**config.mk**
```make
export PLATFORM = sky130hd
export DESIGN_NAME = hdc_bundler_top
export DESIGN_NICKNAME = d
export VERILOG_FILES = /design/src/source/hdc_dim_pkg.sv /design/src/source/hdc_item_pkg.sv /design/src/source/hv_encoder.sv /design/src/source/bit_counter.sv /design/src/source/bundle_ctrl.sv /design/src/source/hdc_bundler_top.sv
export SDC_FILE = /design/constraint.sdc
export NUM_CORES = 2
export LEC_CHECK = 0
export BUFFER_PORTS_ARGS = -buffer_cell sky130_fd_sc_hd__buf_2
export CORE_ASPECT_RATIO = 2
export CORE_MARGIN = 1
export CORE_UTILIZATION = 45
export CTS_CLUSTER_DIAMETER = 80
export DETAILED_ROUTE_END_ITERATION = 7
export GPL_TIMING_DRIVEN = 1
export MAX_ROUTING_LAYER = met4
export PLACE_DENSITY_LB_ADDON = 0.3
export SETUP_SLACK_MARGIN = 0.2
export SYNTH_ARGS = -nofsm -noshare
export SYNTH_HDL_FRONTEND = slang
export SYNTH_HIERARCHICAL = 1
export SYNTH_SLANG_ARGS = --single-unit
```
**constraint.sdc**
```tcl
create_clock -name clk -period 24.4 [get_ports clk]
set_input_delay 2.44 -clock clk [delete_from_list [all_inputs] [get_ports clk]]
set_output_delay 2.44 -clock clk [all_outputs]
set_load 0.01 [all_outputs]
```
**src/source/hdc_dim_pkg.sv**
```systemverilog
`default_nettype none

package hdc_dim_pkg;

    // hypervector width in bits
    // kept small so simulation stays quick
    localparam int HV_DIM = 64;

    // parallel encoder cores feeding the bundler
    localparam int CORE_NUM = 2;

    // vote counter width, two's complement
    localparam int CNT_W = 8;

    // saturation limits of the vote counter
    localparam int CNT_MAX = 2 ** (CNT_W - 1) - 1;
    localparam int CNT_MIN = -(2 ** (CNT_W - 1));

    // internal sum width, room for count plus all votes of one cycle
    localparam int SUM_W = CNT_W + 2;

    // input symbol width per core
    localparam int SYM_W = 4;

    // position counter width, covers 0 .. HV_DIM-1
    localparam int POS_W = 6;

endpackage

`default_nettype wire

```
**src/source/hdc_item_pkg.sv**
```systemverilog
`default_nettype none

package hdc_item_pkg;

    import hdc_dim_pkg::*;

    // seed for item vectors
    // each symbol value picks its own rotation of this word
    localparam logic [HV_DIM-1:0] BASE_HV = 64'h9e37_79b9_7f4a_7c15;

    // seed for position vectors
    // rotated by the running position of a core
    localparam logic [HV_DIM-1:0] POS_HV = 64'hc2b2_ae3d_27d4_eb4f;

    // rotation step per symbol value
    // item rotation is symbol * SYM_STRIDE, modulo HV_DIM
    localparam int SYM_STRIDE = 5;

    // left rotation of a hypervector
    // amt of 0 returns vec unchanged, the right shift then drops all bits
    function automatic logic [HV_DIM-1:0] rotl(
        input logic [HV_DIM-1:0] vec,
        input logic [POS_W-1:0]  amt
    );
        logic [HV_DIM-1:0] hi_part;
        logic [HV_DIM-1:0] lo_part;
        begin
            // bits moving up
            hi_part = vec << amt;
            // bits wrapping around from the top
            lo_part = vec >> (HV_DIM - int'(amt));
            return hi_part | lo_part;
        end
    endfunction

endpackage

`default_nettype wire

```
**src/source/hv_encoder.sv**
```systemverilog
`timescale 1ns/1ps
`default_nettype none

module hv_encoder
    import hdc_dim_pkg::*;
    import hdc_item_pkg::*;
(
    input  wire               clk,
    input  wire               rst,
    input  wire               clear,
    input  wire               symbol_v,
    input  wire  [SYM_W-1:0]  symbol,
    output logic [HV_DIM-1:0] core_hv,
    output logic              store
);

    // running position of this core
    logic [POS_W-1:0] pos;

    // rotation amount for the item vector
    logic [POS_W-1:0] item_rot;

    // item and position vectors for the current strobe
    logic [HV_DIM-1:0] item_hv;
    logic [HV_DIM-1:0] pos_hv;

    // bound vector, combinational
    logic [HV_DIM-1:0] bound_hv;

    // symbol * stride, wrapped onto the vector width
    assign item_rot = POS_W'((32'(symbol) * SYM_STRIDE) % HV_DIM);

    // item vector from the base seed
    assign item_hv = rotl(BASE_HV, item_rot);

    // position vector from the position seed
    // uses the position before this strobe advances it
    assign pos_hv = rotl(POS_HV, pos);

    // binding is a plain xor
    assign bound_hv = item_hv ^ pos_hv;

    // position counter
    // one step per accepted strobe, wraps at HV_DIM
    // clear wins over a strobe in the same cycle
    always_ff @(posedge clk) begin
        if (rst || clear) begin
            pos <= '0;
        end else if (symbol_v) begin
            if (pos == POS_W'(HV_DIM - 1)) begin
                pos <= '0;
            end else begin
                pos <= pos + 1'b1;
            end
        end
    end

    // store pulse, one cycle per strobe
    // back-to-back strobes give back-to-back pulses
    always_ff @(posedge clk) begin
        if (rst) begin
            store <= 1'b0;
        end else begin
            store <= symbol_v;
        end
    end

    // bound vector register
    // only meaningful while store is high
    always_ff @(posedge clk) begin
        if (symbol_v) begin
            core_hv <= bound_hv;
        end
    end

endmodule

`default_nettype wire

```
**src/source/bit_counter.sv**
```systemverilog
`timescale 1ns/1ps
`default_nettype none

module bit_counter
    import hdc_dim_pkg::*;
(
    input  wire                clk,
    input  wire                rst,
    input  wire                clear,
    input  wire  [CORE_NUM-1:0] core_result,
    input  wire  [CORE_NUM-1:0] store,
    output logic               sign_bit
);

    // running vote count for this bit
    logic signed [CNT_W-1:0] count;

    // votes of this cycle, count base and their sum
    logic signed [SUM_W-1:0] vote_sum;
    logic signed [SUM_W-1:0] count_base;
    logic signed [SUM_W-1:0] count_sum;

    // +1 for a one, -1 for a zero, nothing without store
    always_comb begin
        vote_sum = '0;
        for (int c = 0; c < CORE_NUM; c++) begin
            if (store[c]) begin
                if (core_result[c]) begin
                    vote_sum = vote_sum + SUM_W'(1);
                end else begin
                    vote_sum = vote_sum - SUM_W'(1);
                end
            end
        end
    end

    // clear drops the old count but keeps this cycle's votes
    assign count_base = clear ? '0 : SUM_W'(count);
    assign count_sum  = count_base + vote_sum;

    // saturate at the signed limits
    always_ff @(posedge clk) begin
        if (rst) begin
            count <= '0;
        end else if (count_sum > SUM_W'(CNT_MAX)) begin
            count <= CNT_W'(CNT_MAX);
        end else if (count_sum < SUM_W'(CNT_MIN)) begin
            count <= CNT_W'(CNT_MIN);
        end else begin
            count <= count_sum[CNT_W-1:0];
        end
    end

    // majority bit, strictly positive only
    // a tie reads as 0
    assign sign_bit = !count[CNT_W-1] && (count != '0);

endmodule

`default_nettype wire

```
**src/source/bundle_ctrl.sv**
```systemverilog
`timescale 1ns/1ps
`default_nettype none

module bundle_ctrl
    import hdc_dim_pkg::*;
(
    input  wire                         clk,
    input  wire                         rst,
    input  wire                         clear,
    // core c owns slice c of the flat word
    input  wire  [CORE_NUM*HV_DIM-1:0]  core_hv,
    input  wire  [CORE_NUM-1:0]         store,
    input  wire                         stream_v,
    output logic [HV_DIM-1:0]           stream_d,
    output logic                        dout_v
);

    // majority vector, one bit per counter
    logic [HV_DIM-1:0] sign_vec;

    // one counter per hypervector bit
    for (genvar i = 0; i < HV_DIM; i++) begin : g_bit

        // bit i of every core, core 0 in the lsb
        logic [CORE_NUM-1:0] bit_slice;

        for (genvar c = 0; c < CORE_NUM; c++) begin : g_core
            assign bit_slice[c] = core_hv[c*HV_DIM + i];
        end

        bit_counter u_cnt (
            .clk         (clk),
            .rst         (rst),
            .clear       (clear),
            .core_result (bit_slice),
            .store       (store),
            .sign_bit    (sign_vec[i])
        );
    end

    // capture the sign vector on stream_v
    // stores counted at this same edge are not yet in sign_vec
    always_ff @(posedge clk) begin
        if (rst) begin
            stream_d <= '0;
        end else if (stream_v) begin
            stream_d <= sign_vec;
        end
    end

    // output strobe, the cycle after stream_v
    always_ff @(posedge clk) begin
        if (rst) begin
            dout_v <= 1'b0;
        end else begin
            dout_v <= stream_v;
        end
    end

endmodule

`default_nettype wire

```
**src/source/hdc_bundler_top.sv**
```systemverilog
`timescale 1ns/1ps
`default_nettype none

module hdc_bundler_top
    import hdc_dim_pkg::*;
(
    input  wire                         clk,
    input  wire                         rst,
    input  wire                         clear,
    // one strobe per core
    input  wire  [CORE_NUM-1:0]         symbol_v,
    // core c owns symbol[c*SYM_W +: SYM_W]
    input  wire  [CORE_NUM*SYM_W-1:0]   symbol,
    input  wire                         stream_v,
    output logic [HV_DIM-1:0]           stream_d,
    output logic                        dout_v
);

    // bound vectors of all cores, flat
    logic [CORE_NUM*HV_DIM-1:0] core_hv;

    // store pulses, one per core
    logic [CORE_NUM-1:0] store;

    // encoder cores
    // first stage, one register from strobe to store
    for (genvar c = 0; c < CORE_NUM; c++) begin : g_enc
        hv_encoder u_enc (
            .clk      (clk),
            .rst      (rst),
            .clear    (clear),
            .symbol_v (symbol_v[c]),
            .symbol   (symbol[c*SYM_W +: SYM_W]),
            .core_hv  (core_hv[c*HV_DIM +: HV_DIM]),
            .store    (store[c])
        );
    end

    // bundler
    // second stage, counters plus the output register
    // a strobe at edge N shows in a capture at edge N+2 or later
    bundle_ctrl u_bundle (
        .clk      (clk),
        .rst      (rst),
        .clear    (clear),
        .core_hv  (core_hv),
        .store    (store),
        .stream_v (stream_v),
        .stream_d (stream_d),
        .dout_v   (dout_v)
    );

endmodule

`default_nettype wire

```
== After elaboration in Yosys (flattened, before gate mapping) ==
Cells that the tools add are included.
Storage, ports and cells
  register bits after elaboration: 719
  logic and storage cells: 1187
  output and inout port bits: 65
  input port bits: 14
Cells by class
  muxes and demuxes: 450
  magnitude comparators: 128
  bitwise logic cells: 6
  multipliers: 2
  shift operators: 8
  equal/unequal tests: 2
  add/subtract/negate cells: 198
  reduce and logical (&&, ||, !) cells: 257
Operator list (count)
  $mux W10: 320
  $add A10 B10 Y10: 64
  $add A10 B2 Y10 const B: 64
  $gt A10 B8 Y1 const B: 64
  $lt A10 B8 Y1 const B: 64
  $sub A10 B2 Y10 const B: 64
  $mux W8: 64
  $reduce_bool A8 Y1: 64
  $mux W7: 64
  $or A64 B64 Y64: 4
  $shl A64 B6 Y64 const A: 4
  $shr A64 B32 Y64 const A: 4
  $reduce_or A2 Y1: 64
  $xor A64 B64 Y64: 2
  $logic_and A1 B1 Y1: 64
  $logic_not A1 Y1: 64
  $sub A7 B6 Y8 const A: 4
  $add A6 B1 Y6 const B: 2
  $eq A6 B6 Y1 const B: 2
  $mul A4 B3 Y6 const B: 2
  $mux W6: 2
  $logic_or A1 B1 Y1: 1

== Longest topological paths before layout ==
  depth after elaboration: 9
  mapped depth: 18
  depth with buffers taken out: 13

== Hierarchy ==
Netlist, hierarchy kept.
By module, submodules not included
  bit_counter (u_bundle.g_bit[25].u_cnt ...): instances 40, cells each 111, area each 937.1 um2, seq. area each 160.2 um2
  bit_counter (u_bundle.g_bit[0].u_cnt ...): instances 24, cells each 100, area each 880.8 um2, seq. area each 160.2 um2
  hv_encoder (g_enc[0].u_enc): instances 1, cells each 1812, area each 12907.4 um2, seq. area each 2062.0 um2
  hv_encoder (g_enc[1].u_enc): instances 1, cells each 1846, area each 12796.0 um2, seq. area each 2062.0 um2
  bundle_ctrl: instances 1, cells each 208, area each 2311.0 um2, seq. area each 1301.2 um2

== Worst setup path after synthesis ==
Ideal clock, no wire load.
  path kind: register -> register
  from: register g_enc[0].u_enc.store
  to: register u_bundle.g_bit[25].u_cnt.count[2]
  setup slack: 13331 ps
  data required time: 24340 ps
  path buffers: 0
  setup time: 60 ps
  arrival time: 11008 ps
  cell stages (with the launch flop): 11
  clock period less this slack: 11069 ps
  cells stage by stage: dfxtp_1 > fa_1 > nand2_1 > nand2_1 > ha_1 > a211oi_2 > o21ai_1 > a31o_2 > or3b_2 > a41oi_2 > a31o_1
Between the ends
  word-level cells in the longest chain between the ends: 8
  elaborated cells between the ends (all ways): 10
  those cells by class: 3 x add/sub; 2 x order compare; 5 x mux
RTL lines
  start: declaration: line hv_encoder.sv:14  | output logic store
  start signal: assignment: line hv_encoder.sv:64  | store <= symbol_v;
  $mux W10 *: line bit_counter.sv:27  | if (store[c]) begin
  $sub A10 B2 Y10 / $add A10 B2 Y10 (equally long branches): line bit_counter.sv:31, bit_counter.sv:29
  $mux W10: line bit_counter.sv:28  | if (core_result[c]) begin
  $mux W10 *: line bit_counter.sv:27
  $add A10 B10 Y10 *: line bit_counter.sv:39  | assign count_sum = count_base + vote_sum;
  $lt A10 B8 Y1: line bit_counter.sv:47  | end else if (count_sum < SUM_W'(CNT_MIN)) begin
  $mux W8: line bit_counter.sv:47
  $mux W7 *: line bit_counter.sv:45  | end else if (count_sum > SUM_W'(CNT_MAX)) begin
  end signal: assignment: line bit_counter.sv:46  | count <= CNT_W'(CNT_MAX);
  end signal: assignment: line bit_counter.sv:48  | count <= CNT_W'(CNT_MIN);
  end signal: assignment: line bit_counter.sv:50  | count <= count_sum[CNT_W-1:0];
  end: declaration: line bit_counter.sv:16  | logic signed [CNT_W-1:0] count;
Mark *: on every way between the ends. The rest lies on a longest branch, timed or not.
A chain may end at the register's enable or synchronous reset.

== Worst setup path after layout ==
  from: input port symbol[0]
  to: register g_enc[0].u_enc.core_hv[1] (data pin)
Between the ends
  word-level cells in the longest chain between the ends: 5
  elaborated cells between the ends (all ways): 6
  those cells by class: 1 x add/sub; 1 x mul; 2 x shift; 2 x bitwise
RTL lines
  start: declaration: line hdc_bundler_top.sv:13  | input wire [CORE_NUM*SYM_W-1:0] symbol,
  $mul A4 B3 Y6 *: line hv_encoder.sv:31  | assign item_rot = POS_W'((32'(symbol) * SYM_STRIDE) % HV_DIM);
  $sub A7 B6 Y8: line hdc_item_pkg.sv:31  | lo_part = vec >> (HV_DIM - int'(amt));
  $shr A64 B32 Y64: line hdc_item_pkg.sv:31
  $or A64 B64 Y64 *: line hdc_item_pkg.sv:32  | return hi_part | lo_part;
  $xor A64 B64 Y64 *: line hv_encoder.sv:41  | assign bound_hv = item_hv ^ pos_hv;
  named net g_enc[0].u_enc.bound_hv[1]: line hv_encoder.sv:28  | logic [HV_DIM-1:0] bound_hv;
  end signal: assignment: line hv_encoder.sv:72  | core_hv <= bound_hv;
  end: declaration: line hv_encoder.sv:13  | output logic [HV_DIM-1:0] core_hv,
Mark *: on every way through the listed nets, which the timed path passes. The rest lies on a longest branch.

==> summary.md <==
| Metric | Value |
|---|---|
| Final ANT Viol Nets | 0 |
| Initial core utilization | 45.3% |
| Crit path max-delay cell type | a31oi_1 |
| Drt first-iter violations | 7215 |
| Clk pwr share | 21.1% |
| WL final | 361 mm |
| Number of max-cap violations | 1 |
| Post-CTS setup repair buffer count | 0 |
| Worst Path Max Fanout | 53 |
| Power density cells | 70.5 mW/mm^2 |
| Multi-input gate area | 0.0667 mm^2 |
| Warnings, synthesis | 6 |
| Vias per cell | 6.39 |
| Post-synthesis register bit count | 719 |
| Crit start category | input port |
| Final setup vio count | 0 |
| CP Buf/Inv Count | 6 |
| Grt ovf | 0 |
| Cell with the most instances after synthesis | a21oi_1 |
| Register Area | 0.0157 mm^2 |
| Final hold violation count | 0 |
| CTS Buffer Depth | 3 |
| Critical Path Max Stage Delay | 1.11 ns |
| Unique masters post-synth | 111 |
| Post-synth top cells | a21oi_1, nand2_1, ha_1 |
| Core ar. | 0.191 mm^2 |
| Mapped Area | 0.0866 mm^2 |
| Crit path required time | 24.87 ns |
| Endpoint class of the critical path | flip-flop |
| Status | finished, violations left |
| Largest area contributor in the netlist | dfxtp_1 |
| Final count of pins violating max slew | 3 |
| Synth Flop Type | dfxtp_1 |
| Most frequent CP cell | buf_4 |
| Sw frac | 44.2% |
| Layout area overhead | 6.73% |
| Pint | 3.63 mW |
| Gpl congestion | 1.17 |
| CP arrival | 8.13 ns |
| Syn_area_per_cell | 8.09 um^2 |
| Mapped Cells | 10706 |
| Post-synth EDFFs | 128 |
| Antenna violations before repair | 26 |
| Leakage | 42.7 nW |
| DRC | 3 |
| Slew margin rel. | -0.545% |
| Largest net degree at the start of global routing | 127 |
| Worst skew pair latency | 0.76 ns |
| DR pass1 iterations | 8 |
| Ys async rst share | 0% |
| RSZ-0062 raised after global routing | false |
| Peak VDD IR | 0.0565 mV |
| Critical path type | input port to flip-flop |
| Cells after DPL | 13032 |
| Clock skew | 0.0326 ns |
| Share of cells above drive strength 1 | 12.4% |
| Layout Nets | 11455 |
| First-pass GRT wire length | 531 mm |
| Sequential area share after synthesis | 18.1% |
| TNS Setup | 0 ns |
| Die area | 0.194 mm^2 |
| CTS tree | yes |
| Final min period | 7.66 ns |
| Input/output buffers | 78 |
| Die Wd | 312 um |
| Rows | 227 |
| Post-CTS resize count | 0 |
| NetSw | 2.88 mW |
| Wire length per cell | 27.3 um |
| Measured slew at the worst slew-check pin | 1.51 ns |
| Failing checks | design-rule violations, max-capacitance violations, max-slew violations |
| Worst Hold Class | flip-flop to flip-flop |
| Post-Syn Nets | 11558 |
| Comb power frac | 49.2% |
| Fmax | 0.131 GHz |
| DP HPWL | 268 mm |
| Finished Layout Cells | 13217 |
| Seq pwr share | 29.7% |
| Via count | 84453 |
| Vias in the first global route | 84289 |
| Top-Level Pins | 79 |
| Clock Sinks | 719 |
| Total track usage | 37.3% |
| Clock Tree Root | clkbuf_16 |
| Synth top area cells | dfxtp_1, ha_1, a21oi_1 |
| Critical path, cell by cell | buf_2, buf_4, clkinv_1, ha_1, inv_1, ha_1, nor2b_1, buf_4, xnor2_4, buf_4, nand2_1, a31oi_1, a21oi_1, a222oi_1, xor2_1 |
| Clock transition at path regs | 0.07 ns |
| Cell family with most CP delay | buffers and inverters |
| Top cell type's share of synthesized area | 13.7% |
| Die height | 623 um |
| Final period utilization | 31.4% |
| H-tree depth | 3 |
| Fill count | 18554 |
| CTS Hold Bufs | 0 |
| CTS Buf Count | 83 |
[sequential cells by signal, summed over array words and instances (netlist names)]
name                        cells
u_bundle/stream_d              64
u_bundle/dout_v                 1
g_enc.u_enc/core_hv           128
g_enc.u_enc/store               2
u_bundle/g_bit.u_cnt/count    512
g_enc.u_enc/pos                12
[through the flow]
stage / hold WS [ns] / util [%] / power (mW) / instance area, um^2 / worst slack (ns)
2_1_floorplan: 0.531 / - / 4.10 / 86600 / 13.33
3_3_place_gp: 0.468 / 46.8 / 4.97 / 89500 / 16.56
3_5_place_dp: 0.475 / 46.8 / 5.05 / 89500 / 16.50
4_1_cts: 0.493 / 48.3 / 6.46 / 92300 / 17.30
5_1_grt: 0.512 / 48.4 / 6.88 / 92500 / 16.53
6_report: 0.485 / 48.4 / 6.52 / 92500 / 16.74
[layout by cell type (no fill, tap or decap), types with 43 or more instances in the layout]
master / count
a21oi_1: 909
nand2_1: 873
ha_1: 701
nor2_1: 700
o21ai_0: 655
inv_1: 604
dfxtp_1: 579
nor2b_1: 388
xnor2_1: 380
a21o_1: 342
nand2b_1: 328
and2b_1: 264
o211ai_1: 226
mux2i_1: 213
xor2_1: 180
nor3_1: 177
buf_4: 175
a21o_2: 160
fa_1: 131
edfxtp_1: 128
nand3_1: 127
a211oi_1: 123
or3_1: 105
clkbuf_16: 87
o22ai_1: 84
nor3b_2: 82
or3b_1: 81
a311oi_1: 80
or2b_1: 80
o221ai_1: 76
nand4_1: 74
buf_2: 73
nor4_1: 67
a31o_1: 64
a221oi_1: 57
o21ai_1: 56
a31oi_1: 51
or3b_2: 45
a221oi_2: 45
a211oi_2: 43
[worst register-to-register path: cells and delay by family (launching register included)]
family                   cells  cell delay [ns]
AND/OR/NAND/NOR              4             1.22
buffers and inverters        4             2.27
adder cells (fa/ha/maj)      2             0.71
flip-flops                   1             0.65
AO/OA/AOI/OAI                5             1.33
[worst paths after layout]
path / from / end / slack, ns / cells after the start
max: symbol[0] / g_enc[0].u_enc/core_hv[1] / 16.74 / 15
min: u_bundle/stream_d[44] / u_bundle/stream_d[44] / 0.48 / 2
max reg2reg: g_enc[0].u_enc/store / u_bundle/g_bit[58].u_cnt/count[2] / 18.17 / 15
min reg2reg: u_bundle/stream_d[44] / u_bundle/stream_d[44] / 0.48 / 2
[area by class of cell]
cell class	instances	area share, %
flip-flops and latches	719	17.0
clock inverters	43	0.511
multi-input cells	8933	72.1
diodes	28	0.0758
well taps	2519	3.41
inverters	610	2.48
repair buffers	256	1.94
clock buffers	109	2.54
[logic make-up (layout without fill, tap and decap cells)]
kind of cell | count (synthesis) | after routing | share of synthesized area (%)
AO/OA/AOI/OAI | 3533 | 3533 | 29.2
XOR/XNOR | 608 | 608 | 6.88
adder cells (fa/ha/maj) | 838 | 838 | 13.3
buffers and inverters | 1054 | 1018 | 5.29
flip-flops | 719 | 719 | 18.1
multiplexers | 261 | 261 | 3.28
other | 0 | 28 | 0
AND/OR/NAND/NOR | 3693 | 3693 | 23.9
[layer usage]
layer	vias to the layer above	global-route usage (%)	routed length (um)
met5	-	-	0
met4	0	37.4	44000
met3	1625	9.88	26000
met2	3414	63.4	177000
met1	40625	32.7	114000
li1	38789	-	-
[power groups by stage]
stage          clock network [mW]  registers [mW]  logic [mW]
2_1_floorplan                   0            1.77        2.33
3_3_place_gp                    0            1.93        3.04
3_5_place_dp                    0            1.94        3.12
4_1_cts                      1.41            1.92        3.13
5_1_grt                      1.44            1.96        3.48
6_report                     1.38            1.93        3.21
No activity file was read; power rests on OpenSTA's default activity.
